`src/hdl/bridge_pkg.sv`:
```
// AXI to APB bridge definitions

package bridge_pkg;

  // ----------------------------------------------------------------------
  // Bus widths
  // ----------------------------------------------------------------------
  localparam int AXI_ADDR_W = 32;
  localparam int AXI_DATA_W = 64;
  localparam int APB_DATA_W = 32;
  localparam int ID_W       = 4;

  // APB address map, eight slaves of one 4 KB window each
  localparam int APB_ADDR_W     = 12;
  localparam int APB_NUM_SLAVES = 8;
  localparam int SLAVE_SEL_W    = 3;   // Address bits above the window

  // Request queues
  localparam int REQ_FIFO_DEPTH = 4;
  localparam int REQ_PTR_W      = $clog2(REQ_FIFO_DEPTH);
  localparam int REQ_CNT_W      = $clog2(REQ_FIFO_DEPTH + 1);

  // AXI size code of a full 64-bit beat
  localparam logic [2:0] SIZE_64 = 3'd3;

  // ----------------------------------------------------------------------
  // Basic types
  // ----------------------------------------------------------------------
  typedef logic [AXI_ADDR_W-1:0]     addr_t;
  typedef logic [AXI_DATA_W-1:0]     axi_data_t;
  typedef logic [APB_DATA_W-1:0]     apb_data_t;
  typedef logic [APB_ADDR_W-1:0]     apb_addr_t;
  typedef logic [ID_W-1:0]           id_t;
  typedef logic [1:0]                resp_t;
  typedef logic [APB_NUM_SLAVES-1:0] sel_t;   // One-hot PSEL

  // Only OKAY is ever returned
  localparam resp_t RESP_OKAY = 2'b00;

  // ----------------------------------------------------------------------
  // Queued requests
  // ----------------------------------------------------------------------

  // Write request, address and data taken in the same handshake
  typedef struct packed {
    id_t       id;
    addr_t     addr;
    logic      is64;   // Size 3, two APB beats
    axi_data_t data;
  } wr_req_t;

  // Read request
  typedef struct packed {
    id_t   id;
    addr_t addr;
    logic  is64;
  } rd_req_t;

endpackage

```
`src/hdl/axi_req_capture.sv`:
```
// AXI request capture

`timescale 1ns/1ns

module axi_req_capture
(
  input  logic                 ACLK,
  input  logic                 ARESETn,

  // Write address and data, accepted together
  input  logic                 AWVALID_i,
  input  bridge_pkg::id_t      AWID_i,
  input  bridge_pkg::addr_t    AWADDR_i,
  input  logic [2:0]           AWSIZE_i,
  output logic                 AWREADY_o,
  input  logic                 WVALID_i,
  input  bridge_pkg::axi_data_t WDATA_i,
  output logic                 WREADY_o,

  // Read address
  input  logic                 ARVALID_i,
  input  bridge_pkg::id_t      ARID_i,
  input  bridge_pkg::addr_t    ARADDR_i,
  input  logic [2:0]           ARSIZE_i,
  output logic                 ARREADY_o,

  // Queue side
  input  logic                 wr_full_i,
  input  logic                 rd_full_i,
  output logic                 wr_push_o,
  output logic                 rd_push_o,
  output bridge_pkg::wr_req_t  wr_req_o,
  output bridge_pkg::rd_req_t  rd_req_o
);

  import bridge_pkg::*;

  logic wr_hs;
  logic rd_hs;

  // A request sits one cycle in the output register before the queue
  // sees it, so no second request is taken while a push is pending
  assign wr_hs = AWVALID_i & WVALID_i & ~wr_full_i & ~wr_push_o;
  assign rd_hs = ARVALID_i & ~rd_full_i & ~rd_push_o;

  assign AWREADY_o = wr_hs;   // Joint AW/W handshake
  assign WREADY_o  = wr_hs;
  assign ARREADY_o = rd_hs;

  // ----------------------------------------------------------------------
  // Push pulses
  // ----------------------------------------------------------------------
  always_ff @(posedge ACLK, negedge ARESETn)
  begin
    if (!ARESETn)
    begin
      wr_push_o <= 1'b0;
      rd_push_o <= 1'b0;
    end
    else
    begin
      wr_push_o <= wr_hs;
      rd_push_o <= rd_hs;
    end
  end

  // Request payloads, loaded in the handshake cycle
  always_ff @(posedge ACLK)
  begin
    if (wr_hs)
    begin
      wr_req_o.id   <= AWID_i;
      wr_req_o.addr <= AWADDR_i;
      wr_req_o.is64 <= (AWSIZE_i == SIZE_64);
      wr_req_o.data <= WDATA_i;
    end
    if (rd_hs)
    begin
      rd_req_o.id   <= ARID_i;
      rd_req_o.addr <= ARADDR_i;
      rd_req_o.is64 <= (ARSIZE_i == SIZE_64);
    end
  end

endmodule

```
`src/hdl/req_fifo.sv`:
```
// Request queue

`timescale 1ns/1ns

module req_fifo
#(
  parameter type payload_t = logic [7:0]
)
(
  input  logic     ACLK,
  input  logic     ARESETn,

  input  logic     push_i,
  input  payload_t data_i,
  output logic     full_o,

  input  logic     pop_i,
  output payload_t data_o,       // Head entry, valid with not_empty_o
  output logic     not_empty_o
);

  import bridge_pkg::*;

  payload_t               mem [REQ_FIFO_DEPTH];
  logic [REQ_PTR_W-1:0]   wr_ptr;
  logic [REQ_PTR_W-1:0]   rd_ptr;
  logic [REQ_CNT_W-1:0]   count;
  logic                   do_push;
  logic                   do_pop;

  assign full_o      = (count == REQ_CNT_W'(REQ_FIFO_DEPTH));
  assign not_empty_o = (count != '0);
  assign data_o      = mem[rd_ptr];   // Fall-through head

  assign do_push = push_i & ~full_o;
  assign do_pop  = pop_i & not_empty_o;

  // ----------------------------------------------------------------------
  // Pointers and fill level
  // ----------------------------------------------------------------------
  always_ff @(posedge ACLK, negedge ARESETn)
  begin
    if (!ARESETn)
    begin
      wr_ptr <= '0;
      rd_ptr <= '0;
      count  <= '0;
    end
    else
    begin
      if (do_push)
        wr_ptr <= (wr_ptr == REQ_PTR_W'(REQ_FIFO_DEPTH - 1)) ? '0 : wr_ptr + 1'b1;
      if (do_pop)
        rd_ptr <= (rd_ptr == REQ_PTR_W'(REQ_FIFO_DEPTH - 1)) ? '0 : rd_ptr + 1'b1;
      if (do_push != do_pop)
        count <= do_push ? count + 1'b1 : count - 1'b1;
    end
  end

  // Storage
  always_ff @(posedge ACLK)
  begin
    if (do_push)
      mem[wr_ptr] <= data_i;
  end

endmodule

```
`src/hdl/apb_sequencer.sv`:
```
// APB transfer sequencer

`timescale 1ns/1ns

module apb_sequencer
(
  input  logic                  ACLK,
  input  logic                  ARESETn,

  // Queue heads
  input  bridge_pkg::wr_req_t   wr_req_i,
  input  logic                  wr_pending_i,
  output logic                  wr_pop_o,
  input  bridge_pkg::rd_req_t   rd_req_i,
  input  logic                  rd_pending_i,
  output logic                  rd_pop_o,

  // APB master
  output logic                  PENABLE_o,
  output logic                  PWRITE_o,
  output bridge_pkg::apb_addr_t PADDR_o,
  output bridge_pkg::sel_t      PSEL_o,
  output bridge_pkg::apb_data_t PWDATA_o,
  input  bridge_pkg::apb_data_t [bridge_pkg::APB_NUM_SLAVES-1:0] PRDATA_i,
  input  bridge_pkg::sel_t      PREADY_i,

  // AXI write response
  output logic                  BVALID_o,
  output bridge_pkg::id_t       BID_o,
  output bridge_pkg::resp_t     BRESP_o,
  input  logic                  BREADY_i,

  // AXI read response
  output logic                  RVALID_o,
  output bridge_pkg::id_t       RID_o,
  output bridge_pkg::axi_data_t RDATA_o,
  output bridge_pkg::resp_t     RRESP_o,
  output logic                  RLAST_o,
  input  logic                  RREADY_i
);

  import bridge_pkg::*;

  typedef enum logic [2:0] {
    ST_IDLE,
    ST_BEAT1,
    ST_BEAT2,
    ST_WR_RESP,
    ST_RD_RESP
  } state_t;

  state_t                  state;
  state_t                  state_nxt;

  // Request being served
  logic                    cur_write;
  id_t                     cur_id;
  addr_t                   cur_addr;
  logic                    cur_is64;
  apb_data_t [1:0]         cur_wdata;
  apb_data_t [1:0]         rdata_q;    // Read words packed for RDATA

  addr_t                   beat_addr;
  logic [SLAVE_SEL_W-1:0]  slv_idx;
  logic                    beat_active;
  logic                    beat_done;

  // ----------------------------------------------------------------------
  // Request selection, reads first
  // ----------------------------------------------------------------------
  assign rd_pop_o = (state == ST_IDLE) & rd_pending_i;
  assign wr_pop_o = (state == ST_IDLE) & ~rd_pending_i & wr_pending_i;

  // ----------------------------------------------------------------------
  // APB beat
  // ----------------------------------------------------------------------
  assign beat_active = (state == ST_BEAT1) | (state == ST_BEAT2);

  // Second beat of a 64-bit transfer targets the upper word
  assign beat_addr = (state == ST_BEAT2) ? cur_addr + addr_t'(4) : cur_addr;
  assign slv_idx   = beat_addr[APB_ADDR_W +: SLAVE_SEL_W];
  assign beat_done = beat_active & PREADY_i[slv_idx];

  assign PENABLE_o = beat_active;   // Held with PSEL until PREADY
  assign PWRITE_o  = cur_write;
  assign PADDR_o   = beat_addr[APB_ADDR_W-1:0];
  assign PWDATA_o  = cur_wdata[beat_addr[2]];   // Bit 2 picks the word

  always_comb
  begin
    PSEL_o = '0;
    if (beat_active)
      PSEL_o[slv_idx] = 1'b1;
  end

  // ----------------------------------------------------------------------
  // Responses
  // ----------------------------------------------------------------------
  assign BVALID_o = (state == ST_WR_RESP);
  assign BID_o    = cur_id;
  assign BRESP_o  = RESP_OKAY;

  assign RVALID_o = (state == ST_RD_RESP);
  assign RID_o    = cur_id;
  assign RDATA_o  = rdata_q;
  assign RRESP_o  = RESP_OKAY;
  assign RLAST_o  = 1'b1;   // Single beat reads only

  // ----------------------------------------------------------------------
  // FSM
  // ----------------------------------------------------------------------
  always_comb
  begin
    state_nxt = state;
    case (state)
      ST_IDLE:
      begin
        if (rd_pop_o || wr_pop_o)
          state_nxt = ST_BEAT1;
      end
      ST_BEAT1:
      begin
        if (beat_done)
        begin
          if (cur_is64)
            state_nxt = ST_BEAT2;
          else
            state_nxt = cur_write ? ST_WR_RESP : ST_RD_RESP;
        end
      end
      ST_BEAT2:
      begin
        if (beat_done)
          state_nxt = cur_write ? ST_WR_RESP : ST_RD_RESP;
      end
      ST_WR_RESP:
      begin
        if (BREADY_i)
          state_nxt = ST_IDLE;
      end
      ST_RD_RESP:
      begin
        if (RREADY_i)
          state_nxt = ST_IDLE;
      end
      default: state_nxt = ST_IDLE;
    endcase
  end

  always_ff @(posedge ACLK, negedge ARESETn)
  begin
    if (!ARESETn)
    begin
      state     <= ST_IDLE;
      cur_write <= 1'b0;
    end
    else
    begin
      state <= state_nxt;
      if (rd_pop_o)
        cur_write <= 1'b0;
      else if (wr_pop_o)
        cur_write <= 1'b1;
    end
  end

  // Latched request and read data
  always_ff @(posedge ACLK)
  begin
    if (rd_pop_o)
    begin
      cur_id   <= rd_req_i.id;
      cur_addr <= rd_req_i.addr;
      cur_is64 <= rd_req_i.is64;
      rdata_q  <= '0;   // Unused half of a 32-bit read returns zero
    end
    else if (wr_pop_o)
    begin
      cur_id    <= wr_req_i.id;
      cur_addr  <= wr_req_i.addr;
      cur_is64  <= wr_req_i.is64;
      cur_wdata <= wr_req_i.data;
    end

    if (beat_done && !cur_write)
      rdata_q[beat_addr[2]] <= PRDATA_i[slv_idx];
  end

endmodule

```
`src/hdl/axi_apb_bridge.sv`:
```
// AXI4 to APB bridge top level

`timescale 1ns/1ns

module axi_apb_bridge
(
  input  logic                  ACLK,
  input  logic                  ARESETn,

  // ----------------------------------------------------------------------
  // AXI target port
  // ----------------------------------------------------------------------
  input  logic                  AWVALID_i,
  input  bridge_pkg::id_t       AWID_i,
  input  bridge_pkg::addr_t     AWADDR_i,
  input  logic [2:0]            AWSIZE_i,
  output logic                  AWREADY_o,

  input  logic                  WVALID_i,
  input  bridge_pkg::axi_data_t WDATA_i,
  output logic                  WREADY_o,

  output logic                  BVALID_o,
  output bridge_pkg::id_t       BID_o,
  output bridge_pkg::resp_t     BRESP_o,
  input  logic                  BREADY_i,

  input  logic                  ARVALID_i,
  input  bridge_pkg::id_t       ARID_i,
  input  bridge_pkg::addr_t     ARADDR_i,
  input  logic [2:0]            ARSIZE_i,
  output logic                  ARREADY_o,

  output logic                  RVALID_o,
  output bridge_pkg::id_t       RID_o,
  output bridge_pkg::axi_data_t RDATA_o,
  output bridge_pkg::resp_t     RRESP_o,
  output logic                  RLAST_o,
  input  logic                  RREADY_i,

  // ----------------------------------------------------------------------
  // APB master port
  // ----------------------------------------------------------------------
  output logic                  PENABLE_o,
  output logic                  PWRITE_o,
  output bridge_pkg::apb_addr_t PADDR_o,
  output bridge_pkg::sel_t      PSEL_o,
  output bridge_pkg::apb_data_t PWDATA_o,
  input  bridge_pkg::apb_data_t [bridge_pkg::APB_NUM_SLAVES-1:0] PRDATA_i,
  input  bridge_pkg::sel_t      PREADY_i
);

  import bridge_pkg::*;

  // Capture to queues
  logic    wr_push;
  logic    rd_push;
  logic    wr_full;
  logic    rd_full;
  wr_req_t wr_req_in;
  rd_req_t rd_req_in;

  // Queues to sequencer
  logic    wr_pending;
  logic    rd_pending;
  logic    wr_pop;
  logic    rd_pop;
  wr_req_t wr_head;
  rd_req_t rd_head;

  axi_req_capture u_capture
  (
    .ACLK      ( ACLK      ),
    .ARESETn   ( ARESETn   ),
    .AWVALID_i ( AWVALID_i ),
    .AWID_i    ( AWID_i    ),
    .AWADDR_i  ( AWADDR_i  ),
    .AWSIZE_i  ( AWSIZE_i  ),
    .AWREADY_o ( AWREADY_o ),
    .WVALID_i  ( WVALID_i  ),
    .WDATA_i   ( WDATA_i   ),
    .WREADY_o  ( WREADY_o  ),
    .ARVALID_i ( ARVALID_i ),
    .ARID_i    ( ARID_i    ),
    .ARADDR_i  ( ARADDR_i  ),
    .ARSIZE_i  ( ARSIZE_i  ),
    .ARREADY_o ( ARREADY_o ),
    .wr_full_i ( wr_full   ),
    .rd_full_i ( rd_full   ),
    .wr_push_o ( wr_push   ),
    .rd_push_o ( rd_push   ),
    .wr_req_o  ( wr_req_in ),
    .rd_req_o  ( rd_req_in )
  );

  req_fifo #(.payload_t(wr_req_t)) u_wr_fifo
  (
    .ACLK        ( ACLK       ),
    .ARESETn     ( ARESETn    ),
    .push_i      ( wr_push    ),
    .data_i      ( wr_req_in  ),
    .full_o      ( wr_full    ),
    .pop_i       ( wr_pop     ),
    .data_o      ( wr_head    ),
    .not_empty_o ( wr_pending )
  );

  req_fifo #(.payload_t(rd_req_t)) u_rd_fifo
  (
    .ACLK        ( ACLK       ),
    .ARESETn     ( ARESETn    ),
    .push_i      ( rd_push    ),
    .data_i      ( rd_req_in  ),
    .full_o      ( rd_full    ),
    .pop_i       ( rd_pop     ),
    .data_o      ( rd_head    ),
    .not_empty_o ( rd_pending )
  );

  apb_sequencer u_sequencer
  (
    .ACLK         ( ACLK       ),
    .ARESETn      ( ARESETn    ),
    .wr_req_i     ( wr_head    ),
    .wr_pending_i ( wr_pending ),
    .wr_pop_o     ( wr_pop     ),
    .rd_req_i     ( rd_head    ),
    .rd_pending_i ( rd_pending ),
    .rd_pop_o     ( rd_pop     ),
    .PENABLE_o    ( PENABLE_o  ),
    .PWRITE_o     ( PWRITE_o   ),
    .PADDR_o      ( PADDR_o    ),
    .PSEL_o       ( PSEL_o     ),
    .PWDATA_o     ( PWDATA_o   ),
    .PRDATA_i     ( PRDATA_i   ),
    .PREADY_i     ( PREADY_i   ),
    .BVALID_o     ( BVALID_o   ),
    .BID_o        ( BID_o      ),
    .BRESP_o      ( BRESP_o    ),
    .BREADY_i     ( BREADY_i   ),
    .RVALID_o     ( RVALID_o   ),
    .RID_o        ( RID_o      ),
    .RDATA_o      ( RDATA_o    ),
    .RRESP_o      ( RRESP_o    ),
    .RLAST_o      ( RLAST_o    ),
    .RREADY_i     ( RREADY_i   )
  );

endmodule

```
`config.mk`:
```
export PLATFORM = sky130hd
export DESIGN_NAME = axi_apb_bridge
export DESIGN_NICKNAME = d
export VERILOG_FILES = /design/src/hdl/bridge_pkg.sv /design/src/hdl/axi_req_capture.sv /design/src/hdl/req_fifo.sv /design/src/hdl/apb_sequencer.sv /design/src/hdl/axi_apb_bridge.sv
export SDC_FILE = /design/constraint.sdc
export NUM_CORES = 1
export LEC_CHECK = 0
export BUFFER_PORTS_ARGS = -buffer_cell sky130_fd_sc_hd__buf_2
export CAP_MARGIN = 20
export CORE_MARGIN = 2
export CORE_UTILIZATION = 35
export CTS_CLUSTER_DIAMETER = 120
export DETAILED_ROUTE_END_ITERATION = 7
export RECOVER_POWER = 50
export SETUP_SLACK_MARGIN = 0.02
export SLEW_MARGIN = 40
export SYNTH_ARGS = -nofsm -noshare
export SYNTH_HDL_FRONTEND = slang
export SYNTH_HIERARCHICAL = 1
export SYNTH_SLANG_ARGS = --single-unit
```
`constraint.sdc`:
```
create_clock -name ACLK -period 4.3 [get_ports ACLK]
set_clock_uncertainty 0.05 [all_clocks]
set_input_delay 0.43 -clock ACLK [delete_from_list [all_inputs] [get_ports ACLK]]
set_output_delay 0.43 -clock ACLK [all_outputs]
set_load 0.05 [all_outputs]
```
Word level (Yosys, flattened, before mapping)
Memory sizes are Yosys's and may differ from the RTL's.
Cells that the tools add are included.
- register bits after elaboration: 306
- word-level logic and storage cells: 130
- output and inout port bits: 136
- memories: 2
- memory bits (writable): 552
- memories (name ; depth ; bits a word ; read ports ; clocked after Yosys merged registers in ; write ports ; RTL line ; source):
    u_wr_fifo.mem ; 4 ; 101 ; 1 ; 0 ; 1 ; req_fifo.sv:24 ; payload_t mem [REQ_FIFO_DEPTH];
    u_rd_fifo.mem ; 4 ; 37 ; 1 ; 0 ; 1 ; req_fifo.sv:24 ;
- multiplexer cells: 41
- $lt $le $gt $ge: 4
- equal/unequal tests: 19
- bitwise gates (word level): 20
- reduce and logical (&&, ||, !) cells: 11
- add/sub/neg operators: 9
- operators by type and width (cell ; number):
    $mux 32 ; 4
    $mux 64 ; 2
    $bmux 32 s3 ; 1
    $bwmux 64 ; 1
    $mux 15 ; 3
    $demux 32 s1 ; 1
    $mux 3 ; 9
    $add 15x3->15 const B ; 1
    $pmux 3 s5 ; 1
    $and 1x1->1 ; 13
    $eq 3x2->1 const B ; 4
    $mux 1 ; 10
    $eq 3x3->1 const B ; 3
    $add 2x1->2 const B ; 4
    $eq 2x2->1 const B ; 4
    $mux 2 ; 4
    $mux 4 ; 2
    $mux 8 ; 1
    $ne 2x1->1 const B ; 4
    $add 3x1->3 const B ; 2
    $not 1->1 ; 6
    $reduce_bool 3->1 ; 2
    $sub 3x1->3 const B ; 2
    $reduce_and 5->1 ; 1
    other kinds (16) ; 19

Depth between registers and ports, before layout
Gate-level depths: netlist of the first run.
- word-level depth: 8
- gate-level depth with buffers: 10
- depth with buffers taken out: 8

By module
Netlist of the first run, hierarchy kept.
- modules (own cells, without submodules) (module ; sequential area each (µm²) ; area an instance (µm²) ; times used ; cells each):
    req_fifo at u_wr_fifo ; 12306.8 ; 15160.8 ; 1 ; 583
    apb_sequencer ; 3903.7 ; 8246.7 ; 1 ; 927
    req_fifo at u_rd_fifo ; 4619.4 ; 5863.1 ; 1 ; 248
    axi_req_capture ; 4194.0 ; 4239.1 ; 1 ; 145

Worst setup path before layout of the first run
No wires, ideal clock.
- path type: register -> register
- from: reg u_rd_fifo.count[0]
- to: reg u_capture/rd_req_o[0] (netlist bit) (enable)
- stages on the path, launching flop included: 4
- path buffers: 0
- path slack: -811 ps
- data arrival time: 4524 ps
- required time: 3713 ps
- cell sequence: dfrtp_1 nor2_1 and2_1 nor3b_1
- cells in the longest elaborated chain, start to end: 4
- RTL lines (what ; RTL line ; source):
    start, declared ; req_fifo.sv:27 ; logic [REQ_CNT_W-1:0] count;
    start signal, assigned ; req_fifo.sv:56 ; count <= do_push ? count + 1'b1 : count - 1'b1;
    $eq 3x3->1 ; req_fifo.sv:31 ; assign full_o = (count == REQ_CNT_W'(REQ_FIFO_DEPTH));
    net rd_full ; axi_apb_bridge.sv:59 ; logic rd_full;
    $not 1->1 ; axi_req_capture.sv:44 ; assign rd_hs = ARVALID_i & ~rd_full_i & ~rd_push_o;
    $and 1x1->1 (2 in series) ; axi_req_capture.sv:44 ;
    net ARREADY_o ; axi_apb_bridge.sv:32 ; output logic ARREADY_o,
    end, declared ; axi_req_capture.sv:33 ; output bridge_pkg::rd_req_t rd_req_o
The timed path passes the listed nets, and every way through them passes these cells.
A chain may end at the register's enable or synchronous reset.

Final worst setup path of the first run
- from: reg u_sequencer.cur_addr[2]
- to: out PSEL_o[3]
- cells in the longest elaborated chain, start to end: 7
- elaborated cells on any way between the ends: 8
- those cells by class: add/sub (1); order compare (2); mux (4); reduce/logical (1)
- RTL lines (what ; RTL line ; source):
    start, declared ; apb_sequencer.sv:58 ; addr_t cur_addr;
    start signal, assigned ; apb_sequencer.sv:173 ; cur_addr <= rd_req_i.addr;
    start signal, assigned ; apb_sequencer.sv:180 ; cur_addr <= wr_req_i.addr;
    $add 15x3->15 (*) ; apb_sequencer.sv:80 ; assign beat_addr = (state == ST_BEAT2) ? cur_addr + addr_t'(4) : cur_addr;
    $mux 15 (*) ; apb_sequencer.sv:80 ;
    $lt 3x4->1 (not written as such) / $ge 3x1->1 (equally long branches) ; apb_sequencer.sv:93 ; PSEL_o[slv_idx] = 1'b1;
    $logic_and 1x1->1 (not written as such) ; apb_sequencer.sv:93 ;
    $mux 1 (not written as such) ; apb_sequencer.sv:93 ;
    $demux 1 s3 (*) ; -- ;
    $mux 8 (*) ; apb_sequencer.sv:92 ; if (beat_active)
    end, declared ; axi_apb_bridge.sv:47 ; output bridge_pkg::sel_t PSEL_o,
Every way passes the cells marked *; elsewhere a longest branch is shown, timed or not.

==> impl_metrics.yaml, run 1 <==
grt:
  grt_start_max_net_pins: 111
  antenna_found_initial: 36
  first_global_vias: 17510
  gr-total-overflow: 0
  grt_pass1_wl_um: 115000
  grt_use_total_pct: 19.23
worst_hold_path:
  hold_end: "u_capture/wr_req_o[64]$_DFFE_PP_"
  whs_path_depth: 2
  holdCritStartpoint: "AWSIZE_i[1]"
  hp-class: "input pin to register"
clocking:
  h-tree-depth: 3
  tritoncts: "done"
  clock_latency_ns: 0.63
  clock-sinks: 688
  path_clk_slew_ns: 0.06
  clock_path_buffers: 3
  numCtsBuffers: 75
  cts_setup_buffers: 0
  ctsResizeCount: 0
  clockRootBuffer: "clkbuf_16"
floorplan:
  die_area_um2: 81230
  core_area_um2: 78610
  start_util_pct: 35.16
  chipHeight_um: 285.0
  pin_count: 549
  dieWidth_um: 285.0
  rows: 103
detailed_routing:
  ant_nets: 0
  dr.pass1.iters: 5
  vias: 16950
  routedWlPerCell_um: 23.19
  drc: 0
  vias_per_cell: 4.932
  routed_wl_um: 79690
  drtIter0Drc: 1067
timing:
  fin_ws_ns: 0.3701
  holdWs_ns: 0.08081
  rsz0062_at_grt: "no"
  fin_crit_sh_pct: 91.39
  setup_viol: 0
  slew_headroom_pct: -21.75
  final_hold_viol_count: 0
  drv_slew: 89
  tns_ns: 0
  tightest_slew_ns: 1.826
  timing.fmax_mhz: 254.5
  period_minus_slack_ns: 3.930
cells_and_area:
  fillers: 7096
  layout.nets: 2743
  drive_above_1_share_pct: 30.05
  regArea_um2: 19920
  areaGrowthSynthToFinish_pct: 25.40
  final_util_pct: 44.09
  multiInputGateArea_um2: 7076
critical_path:
  r2r-start: "u_capture/wr_push_o$_DFF_PN0_"
  cp_data_required_time_ns: 3.82
  endpoint_kind: "output port"
  critPathLaunch: "u_sequencer/cur_addr[2]$_DFFE_PP_"
  crit_fanout: 18
  cp_top_family: "simple AND/OR/NAND/NOR gates"
  crit_path_top_delay_cell: "nor4_1"
  startpoint_type: "register"
  crit_buf_inv: 1
  reg2reg_depth: 4
  max_stage_delay_ns: 0.65
  worstPathArrival_ns: 3.45
  crit_chain: "ha_1 > nand4b_1 > nor4_1 > nor2_1 > nor2_4 > and3_1 > buf_2"
  r2r_slack_ns: 0.79
  critical_path_class: "register to output port"
  r2r-end: "u_wr_fifo/mem[1][19]$_DFFE_PP_"
flow_run:
  maxCapViolCount: 4
logic_synthesis:
  syn_inst: 1699
  syn_area_um2: 27640
  yosysWarnings: 6
  avgSynthCellArea_um2: 16.27
place:
  io_buffers: 509
  hpwl_um: 55810
  pre_cts_slack_ns: 0.8316
  gp_congestion: 1.032
power_and_ir_drop:
  p_clk_share_pct: 25.4
  internal_power_mw: 15.03
  peakVddDrop_v: 0.0004107
  power_mw: 24.26
  p_comb_share_pct: 36.1
  power_density_nw_per_um2: 700.0
  switchingPower_mw: 9.234
  pwr-share-seq_pct: 38.5
  power.leakage_nw: 12.36
  switching_share_pct: 38.06
outcome:
  status: "finished, violations left"
  violations: "capacitance limit, slew limit"
metal layers:
metal / up-vias / share of wire, % / track usage [%]
met5: - / 0.068 / 0
met3: 161 / 5.9 / 3.792
met2: 621 / 53 / 34.96
met4: 8 / 3.6 / 7.487
li1: 7699 / - / -
met1: 8459 / 38 / 22.29
sequential cells by signal, indices dropped and copies added, names as in the netlist:
name	flops
u_wr_fifo/mem	336
u_capture/wr_req_o	84
u_rd_fifo/mem	80
u_sequencer/RDATA_o	64
u_sequencer/cur_wdata	64
u_capture/rd_req_o	20
u_sequencer/cur_addr	15
u_sequencer/BID_o	4
u_rd_fifo/count	3
u_sequencer/state	3
u_wr_fifo/count	3
u_rd_fifo/rd_ptr	2
u_rd_fifo/wr_ptr	2
u_wr_fifo/rd_ptr	2
u_wr_fifo/wr_ptr	2
u_capture/rd_push_o	1
u_capture/wr_push_o	1
u_sequencer/PWRITE_o	1
u_sequencer/cur_is64	1
layout by cell type (no fill, tap or decap), drive strengths merged, types with 3 or more instances in the layout:
cell type	count
xor2	7
mux2	64
o31ai	3
bufinv	3
clkinvlp	5
mux2i	64
nand4b	3
and2	10
buf	448
nor2	22
dfxtp	64
nand4	41
xnor2	10
nor4	3
conb	5
clkbuf	197
clkinv	31
a21oi	3
o211ai	5
diode	7
dfrtp	20
inv	16
o21ai	14
ha	11
or3	4
mux4	104
and3b	3
dlygate4sd3	102
nand3	140
nand2	338
edfxtp	604
and3	10
power groups by stage:
stage / logic (mW) / clock network [mW] / registers (mW)
floorplan: 5.94 / 0 / 9.68
global placement: 8.58 / 0 / 9.52
detailed placement: 8.88 / 0 / 9.48
CTS: 8.99 / 6.33 / 9.35
global route: 9.37 / 6.60 / 9.47
finish: 8.76 / 6.16 / 9.34
through the flow:
| stage | instance area (µm²) | instances |
|---|---|---|
| after global routing | 34660 | 3435 |
| after detailed placement | 31360 | 3187 |
| after global placement | 31270 | 3183 |
| after CTS | 34770 | 3428 |
| final | 34660 | 3436 |
| after floorplan | 27650 | 1702 |
repair_timing:
item	CTS	global route
endpoints found under the hold margin	121	0
hold buffers	102	0
endpoints found under the setup margin	0	0
area by class of cell:
type | instances | share of cell area, %
repair buffers | 650 | 11.21
diodes | 7 | 0.05054
clock inverters | 42 | 1.199
flip-flops and latches | 688 | 57.49
inverters | 13 | 0.1408
well taps | 1050 | 3.791
clock buffers | 97 | 5.711
multi-input cells | 889 | 20.42
worst max path at each step:
stage	endpoint	depth (start not counted)	slack, ns
2_1_floorplan	u_sequencer/cur_wdata[0]$_DFFE_PP_	4	0.15
3_3_place_gp	u_sequencer/RDATA_o[59]$_DFF_P_	8	0.86
3_5_place_dp	u_sequencer/RDATA_o[52]$_DFF_P_	9	0.83
4_1_cts	PSEL_o[3]	7	0.34
5_1_grt	PSEL_o[3]	7	0.04
6_report	PSEL_o[3]	7	0.37
No activity file was read; power rests on OpenSTA's default activity.
==> run 2, diff against run 1 <==
Settings changed: CORE_ASPECT_RATIO set to 1.2.
==> impl_metrics.yaml, run 2 (synthesized netlist as in run 1, its figures left out) <==
place:
  hpwl_um: 55470
  gp_congestion: 0.9694
  io_buffers: 509
  pre_cts_slack_ns: 0.8157
timing:
  fin_ws_ns: 0.3206
  setup_viol: 0
  final_hold_viol_count: 0
  slew_headroom_pct: -10.41
  tns_ns: 0
  fin_crit_sh_pct: 92.55
  timing.fmax_mhz: 251.3
  tightest_slew_ns: 1.656
  period_minus_slack_ns: 3.979
  drv_slew: 61
  rsz0062_at_grt: "no"
critical_path:
  endpoint_kind: "output port"
  r2r_slack_ns: 0.65
  r2r-start: "u_wr_fifo/rd_ptr[0]$_DFFE_PN0P_"
  cp_data_required_time_ns: 3.82
  r2r-end: "u_sequencer/cur_wdata[11]$_DFFE_PP_"
  crit_fanout: 11
  reg2reg_depth: 4
  worstPathArrival_ns: 3.50
  startpoint_type: "register"
  critical_path_class: "register to output port"
cells_and_area:
  areaGrowthSynthToFinish_pct: 24.92
  largest_reg_flops: 336
  layout_common_cells: "edfxtp_1 (604), buf_2 (404), nand2_1 (337)"
  drive_above_1_share_pct: 30.01
  layout.cells.most_common: "edfxtp_1"
  top_register: "u_wr_fifo/mem"
  layout.nets: 2748
  regArea_um2: 19930
  final_util_pct: 44.23
  fillers: 6969
  multiInputGateArea_um2: 7078
  reg.largest.list: "u_wr_fifo/mem x336, u_capture/wr_req_o x84, u_rd_fifo/mem x80"
detailed_routing:
  vias: 17030
  routed_wl_um: 80350
  dr.pass1.iters: 6
  ant_nets: 0
  drc: 0
  drtIter0Drc: 1150
  routedWlPerCell_um: 23.55
  vias_per_cell: 4.990
floorplan:
  pin_count: 549
  core_area_um2: 78050
  dieWidth_um: 260.5
  chipHeight_um: 311.8
  start_util_pct: 35.41
  die_area_um2: 81240
  rows: 112
grt:
  antenna_found_initial: 27
  grt_pass1_wl_um: 114300
  first_global_vias: 17620
  gr-total-overflow: 0
  grt_use_total_pct: 19.40
  grt_start_max_net_pins: 133
clocking:
  clockRootBuffer: "clkbuf_16"
  clock-sinks: 688
  clock_latency_ns: 0.61
  h-tree-depth: 3
  path_clk_slew_ns: 0.05
  cts_setup_buffers: 0
  clock_path_buffers: 3
  tritoncts: "done"
  numCtsBuffers: 70
outcome:
  violations: "capacitance limit, slew limit"
  status: "finished, violations left"
worst_hold_path:
  holdCritStartpoint: "RREADY_i"
  hp-class: "input pin to register"
  whs_path_depth: 2
  hold_end: "u_sequencer/state[2]$_DFFE_PN0P_"
power_and_ir_drop:
  peakVddDrop_v: 0.0005124
  power.leakage_nw: 12.33
  power_density_nw_per_um2: 702.3
flow_run:
  maxCapViolCount: 3
==> run 2: cell types whose count changed in the layout (fill, tap and decap cells not counted), sizes merged <==
cell	delta
diode	+3
clkinvlp	-2
clkinv	-7
buf	-1
inv	+6
bufinv	+3
clkbuf	-3
dlygate4sd3	+1
==> run 2: stage by stage <==
| step | hold WS, ns | power, mW | instances | cell area [µm²] |
|---|---|---|---|---|
| final | 0.06398 | 24.25 | 3412 | 34530 |
| after CTS | 0.05782 | 24.69 | 3401 | 34660 |
| after floorplan | 0.08441 | 15.62 | 1702 | 27650 |
| after global routing | 0.06329 | 25.44 | 3411 | 34520 |
| after global placement | 0.3638 | 18.29 | 3168 | 31290 |
| after detailed placement | 0.3664 | 18.55 | 3172 | 31380 |
==> run 2: critical path, cell delays in order (launching register included) <==
cell and delay [ns]:
edfxtp_1 0.44, ha_1 0.24, nand4b_1 0.23, o31ai_1 0.69, nand2_1 0.28, nor2_4 0.51
and3_1 0.23, buf_2 0.26
==> run 2: cell type report <==
class | count | area share [%]
inverters | 13 | 0.1413
flip-flops and latches | 688 | 57.72
clock inverters | 42 | 1.189
clock buffers | 84 | 5.316
well taps | 1026 | 3.718
diodes | 10 | 0.07248
multi-input cells | 889 | 20.50
repair buffers | 660 | 11.34
==> run 2: worst max path at each step <==
stage,depth (start not counted),startpoint,slack (ns),endpoint
3_3_place_gp,8,u_sequencer/state[2]$_DFFE_PN0P_,0.89,u_sequencer/RDATA_o[58]$_DFF_P_
6_report,7,u_sequencer/cur_addr[2]$_DFFE_PP_,0.32,PSEL_o[6]
2_1_floorplan,4,u_sequencer/state[0]$_DFFE_PN0P_,0.15,u_sequencer/cur_wdata[0]$_DFFE_PP_
4_1_cts,8,u_sequencer/cur_addr[2]$_DFFE_PP_,0.20,PSEL_o[7]
5_1_grt,7,u_sequencer/cur_addr[2]$_DFFE_PP_,0.13,PSEL_o[4]
3_5_place_dp,9,u_sequencer/cur_addr[2]$_DFFE_PP_,0.82,u_sequencer/RDATA_o[59]$_DFF_P_
==> run 2: repair_timing <==
item                                   in CTS  in global routing
endpoints found under the hold margin     122                  0
setup endpoints to repair                   0                  2
gates resized for setup                     0                  1
hold buffers                              103                  0
==> run 2: power breakdown <==
part	internal, mW	leakage (nW)	total, mW	switching, mW
Combinational	2.92	4.97	8.87	5.95
Sequential	8.62	6.27	9.39	0.769
Clock	3.44	1.10	5.98	2.54
Total	15.0	12.3	24.2	9.26
==> run 2: metal layers <==
metal	global-route usage, %	up-vias	wire length, µm
met5	0	-	65
met4	8.896	10	3154
met3	4.270	174	5177
met2	35.02	660	42380
met1	21.58	8484	29570
li1	-	7698	-
==> run 3, diff against run 2 <==
Settings changed: RECOVER_POWER 50 to 25.
==> impl_metrics.yaml, run 3 (synthesized netlist as in run 1, its figures left out) <==
power_and_ir_drop:
  power_mw: 24.35
  peakVddDrop_v: 0.0005122
  power_density_nw_per_um2: 701.9
  power.leakage_nw: 12.68
place:
  io_buffers: 509
  pre_cts_slack_ns: 0.8157
  gp_congestion: 0.9694
  hpwl_um: 55470
  place_area_um2: 31380
  placed_cells: 3172
clocking:
  h-tree-depth: 3
  clockRootBuffer: "clkbuf_16"
  clock-sinks: 688
  path_clk_slew_ns: 0.05
  cts_setup_buffers: 0
  tritoncts: "done"
  clock_latency_ns: 0.61
  numCtsBuffers: 70
  clock_path_buffers: 3
cells_and_area:
  finalInstanceArea_um2: 34690
  final_util_pct: 44.44
  layout.cells.most_common: "edfxtp_1"
  layout_common_cells: "edfxtp_1 (604), buf_2 (489), nand2_1 (337)"
  reg.largest.list: "u_wr_fifo/mem x336, u_capture/wr_req_o x84, u_rd_fifo/mem x80"
  layout.nets: 2748
  largest_reg_flops: 336
  drive_above_1_share_pct: 34.01
  fillers: 6925
  regArea_um2: 19930
  final_cells: 3413
  multiInputGateArea_um2: 7098
  areaGrowthSynthToFinish_pct: 25.51
  top_register: "u_wr_fifo/mem"
critical_path:
  reg2reg_depth: 9
  crit_path_top_delay_cell: "o31ai_1"
  r2r-start: "u_sequencer/cur_addr[2]$_DFFE_PP_"
  crit_chain: "ha_1 > nand4b_1 > o31ai_1 > nand2_1 > nor2_4 > and3_1 > buf_2"
  r2r_slack_ns: 0.74
  cp_data_required_time_ns: 3.82
  cp_top_family: "simple AND/OR/NAND/NOR gates"
  crit_fanout: 13
  max_stage_delay_ns: 0.67
  r2r-end: "u_sequencer/RDATA_o[58]$_DFF_P_"
  critical_path_class: "register to output port"
  endpoint_kind: "output port"
  crit_buf_inv: 1
  worstPathArrival_ns: 3.50
  startpoint_type: "register"
timing:
  drv_slew: 0
  tns_ns: 0
  slew_headroom_pct: 46.78
  tightest_slew_ns: 0.7965
  setup_viol: 0
  fin_ws_ns: 0.3249
  rsz0062_at_grt: "no"
  holdWs_ns: 0.06224
  timing.fmax_mhz: 251.6
  final_hold_viol_count: 0
  period_minus_slack_ns: 3.975
  fin_crit_sh_pct: 92.44
worst_hold_path:
  whs_path_depth: 2
  hold_end: "u_sequencer/state[2]$_DFFE_PN0P_"
  holdCritStartpoint: "RREADY_i"
  hp-class: "input pin to register"
floorplan:
  core_area_um2: 78050
  pin_count: 549
  start_util_pct: 35.41
  die_area_um2: 81240
  chipHeight_um: 311.8
  dieWidth_um: 260.5
  rows: 112
flow_run:
  maxCapViolCount: 0
detailed_routing:
  drc: 0
  drtIter0Drc: 1225
  ant_nets: 0
  routedWlPerCell_um: 23.52
  vias_per_cell: 4.991
  routed_wl_um: 80290
  vias: 17030
  dr.pass1.iters: 5
grt:
  grt_use_total_pct: 19.40
  grt_start_max_net_pins: 133
  antenna_found_initial: 27
  grt_pass1_wl_um: 114300
  gr-total-overflow: 0
  first_global_vias: 17620
outcome:
  status: "complete, no violations"
run 3: layout make-up:
class / count / share of cell area [%]
Sequential cell: 688 / 57.46
Multi-Input combinational cell: 889 / 20.46
Timing Repair Buffer: 660 / 11.69
Clock buffer: 84 / 5.291
Tap cell: 1026 / 3.701
Clock inverter: 42 / 1.183
Inverter: 13 / 0.1407
Antenna cell: 11 / 0.07935
run 3: how the worst max path moves through the flow:
stage	end	startpoint	slack, ns	depth (start not counted)
floorplan	u_sequencer/cur_wdata[0]$_DFFE_PP_	u_sequencer/state[0]$_DFFE_PN0P_	0.15	4
CTS	PSEL_o[7]	u_sequencer/cur_addr[2]$_DFFE_PP_	0.20	8
global route	PSEL_o[4]	u_sequencer/cur_addr[2]$_DFFE_PP_	0.13	7
global placement	u_sequencer/RDATA_o[58]$_DFF_P_	u_sequencer/state[2]$_DFFE_PN0P_	0.89	8
finish	PSEL_o[0]	u_sequencer/cur_addr[2]$_DFFE_PP_	0.32	7
detailed placement	u_sequencer/RDATA_o[59]$_DFF_P_	u_sequencer/cur_addr[2]$_DFFE_PP_	0.82	9
run 3: where the power goes:
group / total (mW) / internal (mW) / switching (mW)
clock: 5.99 / 3.44 / 2.54
combinational: 8.98 / 3.00 / 5.97
sequential: 9.39 / 8.62 / 0.765
run 3: timing repair:
action,4_1_cts,5_1_grt
endpoints found under the hold margin,122,0
gates resized for setup,0,1
endpoints found under the setup margin,0,2
hold buffers,103,0
run 3: layer usage:
layer | GRT usage (%) | share of wire, % | routed length (µm) | up-vias
met5 | 0 | 0.081 | 65 | -
met4 | 8.896 | 3.9 | 3168 | 10
met3 | 4.270 | 6.3 | 5097 | 179
met2 | 35.02 | 53 | 42420 | 643
met1 | 21.58 | 37 | 29530 | 8497
li1 | - | - | - | 7705
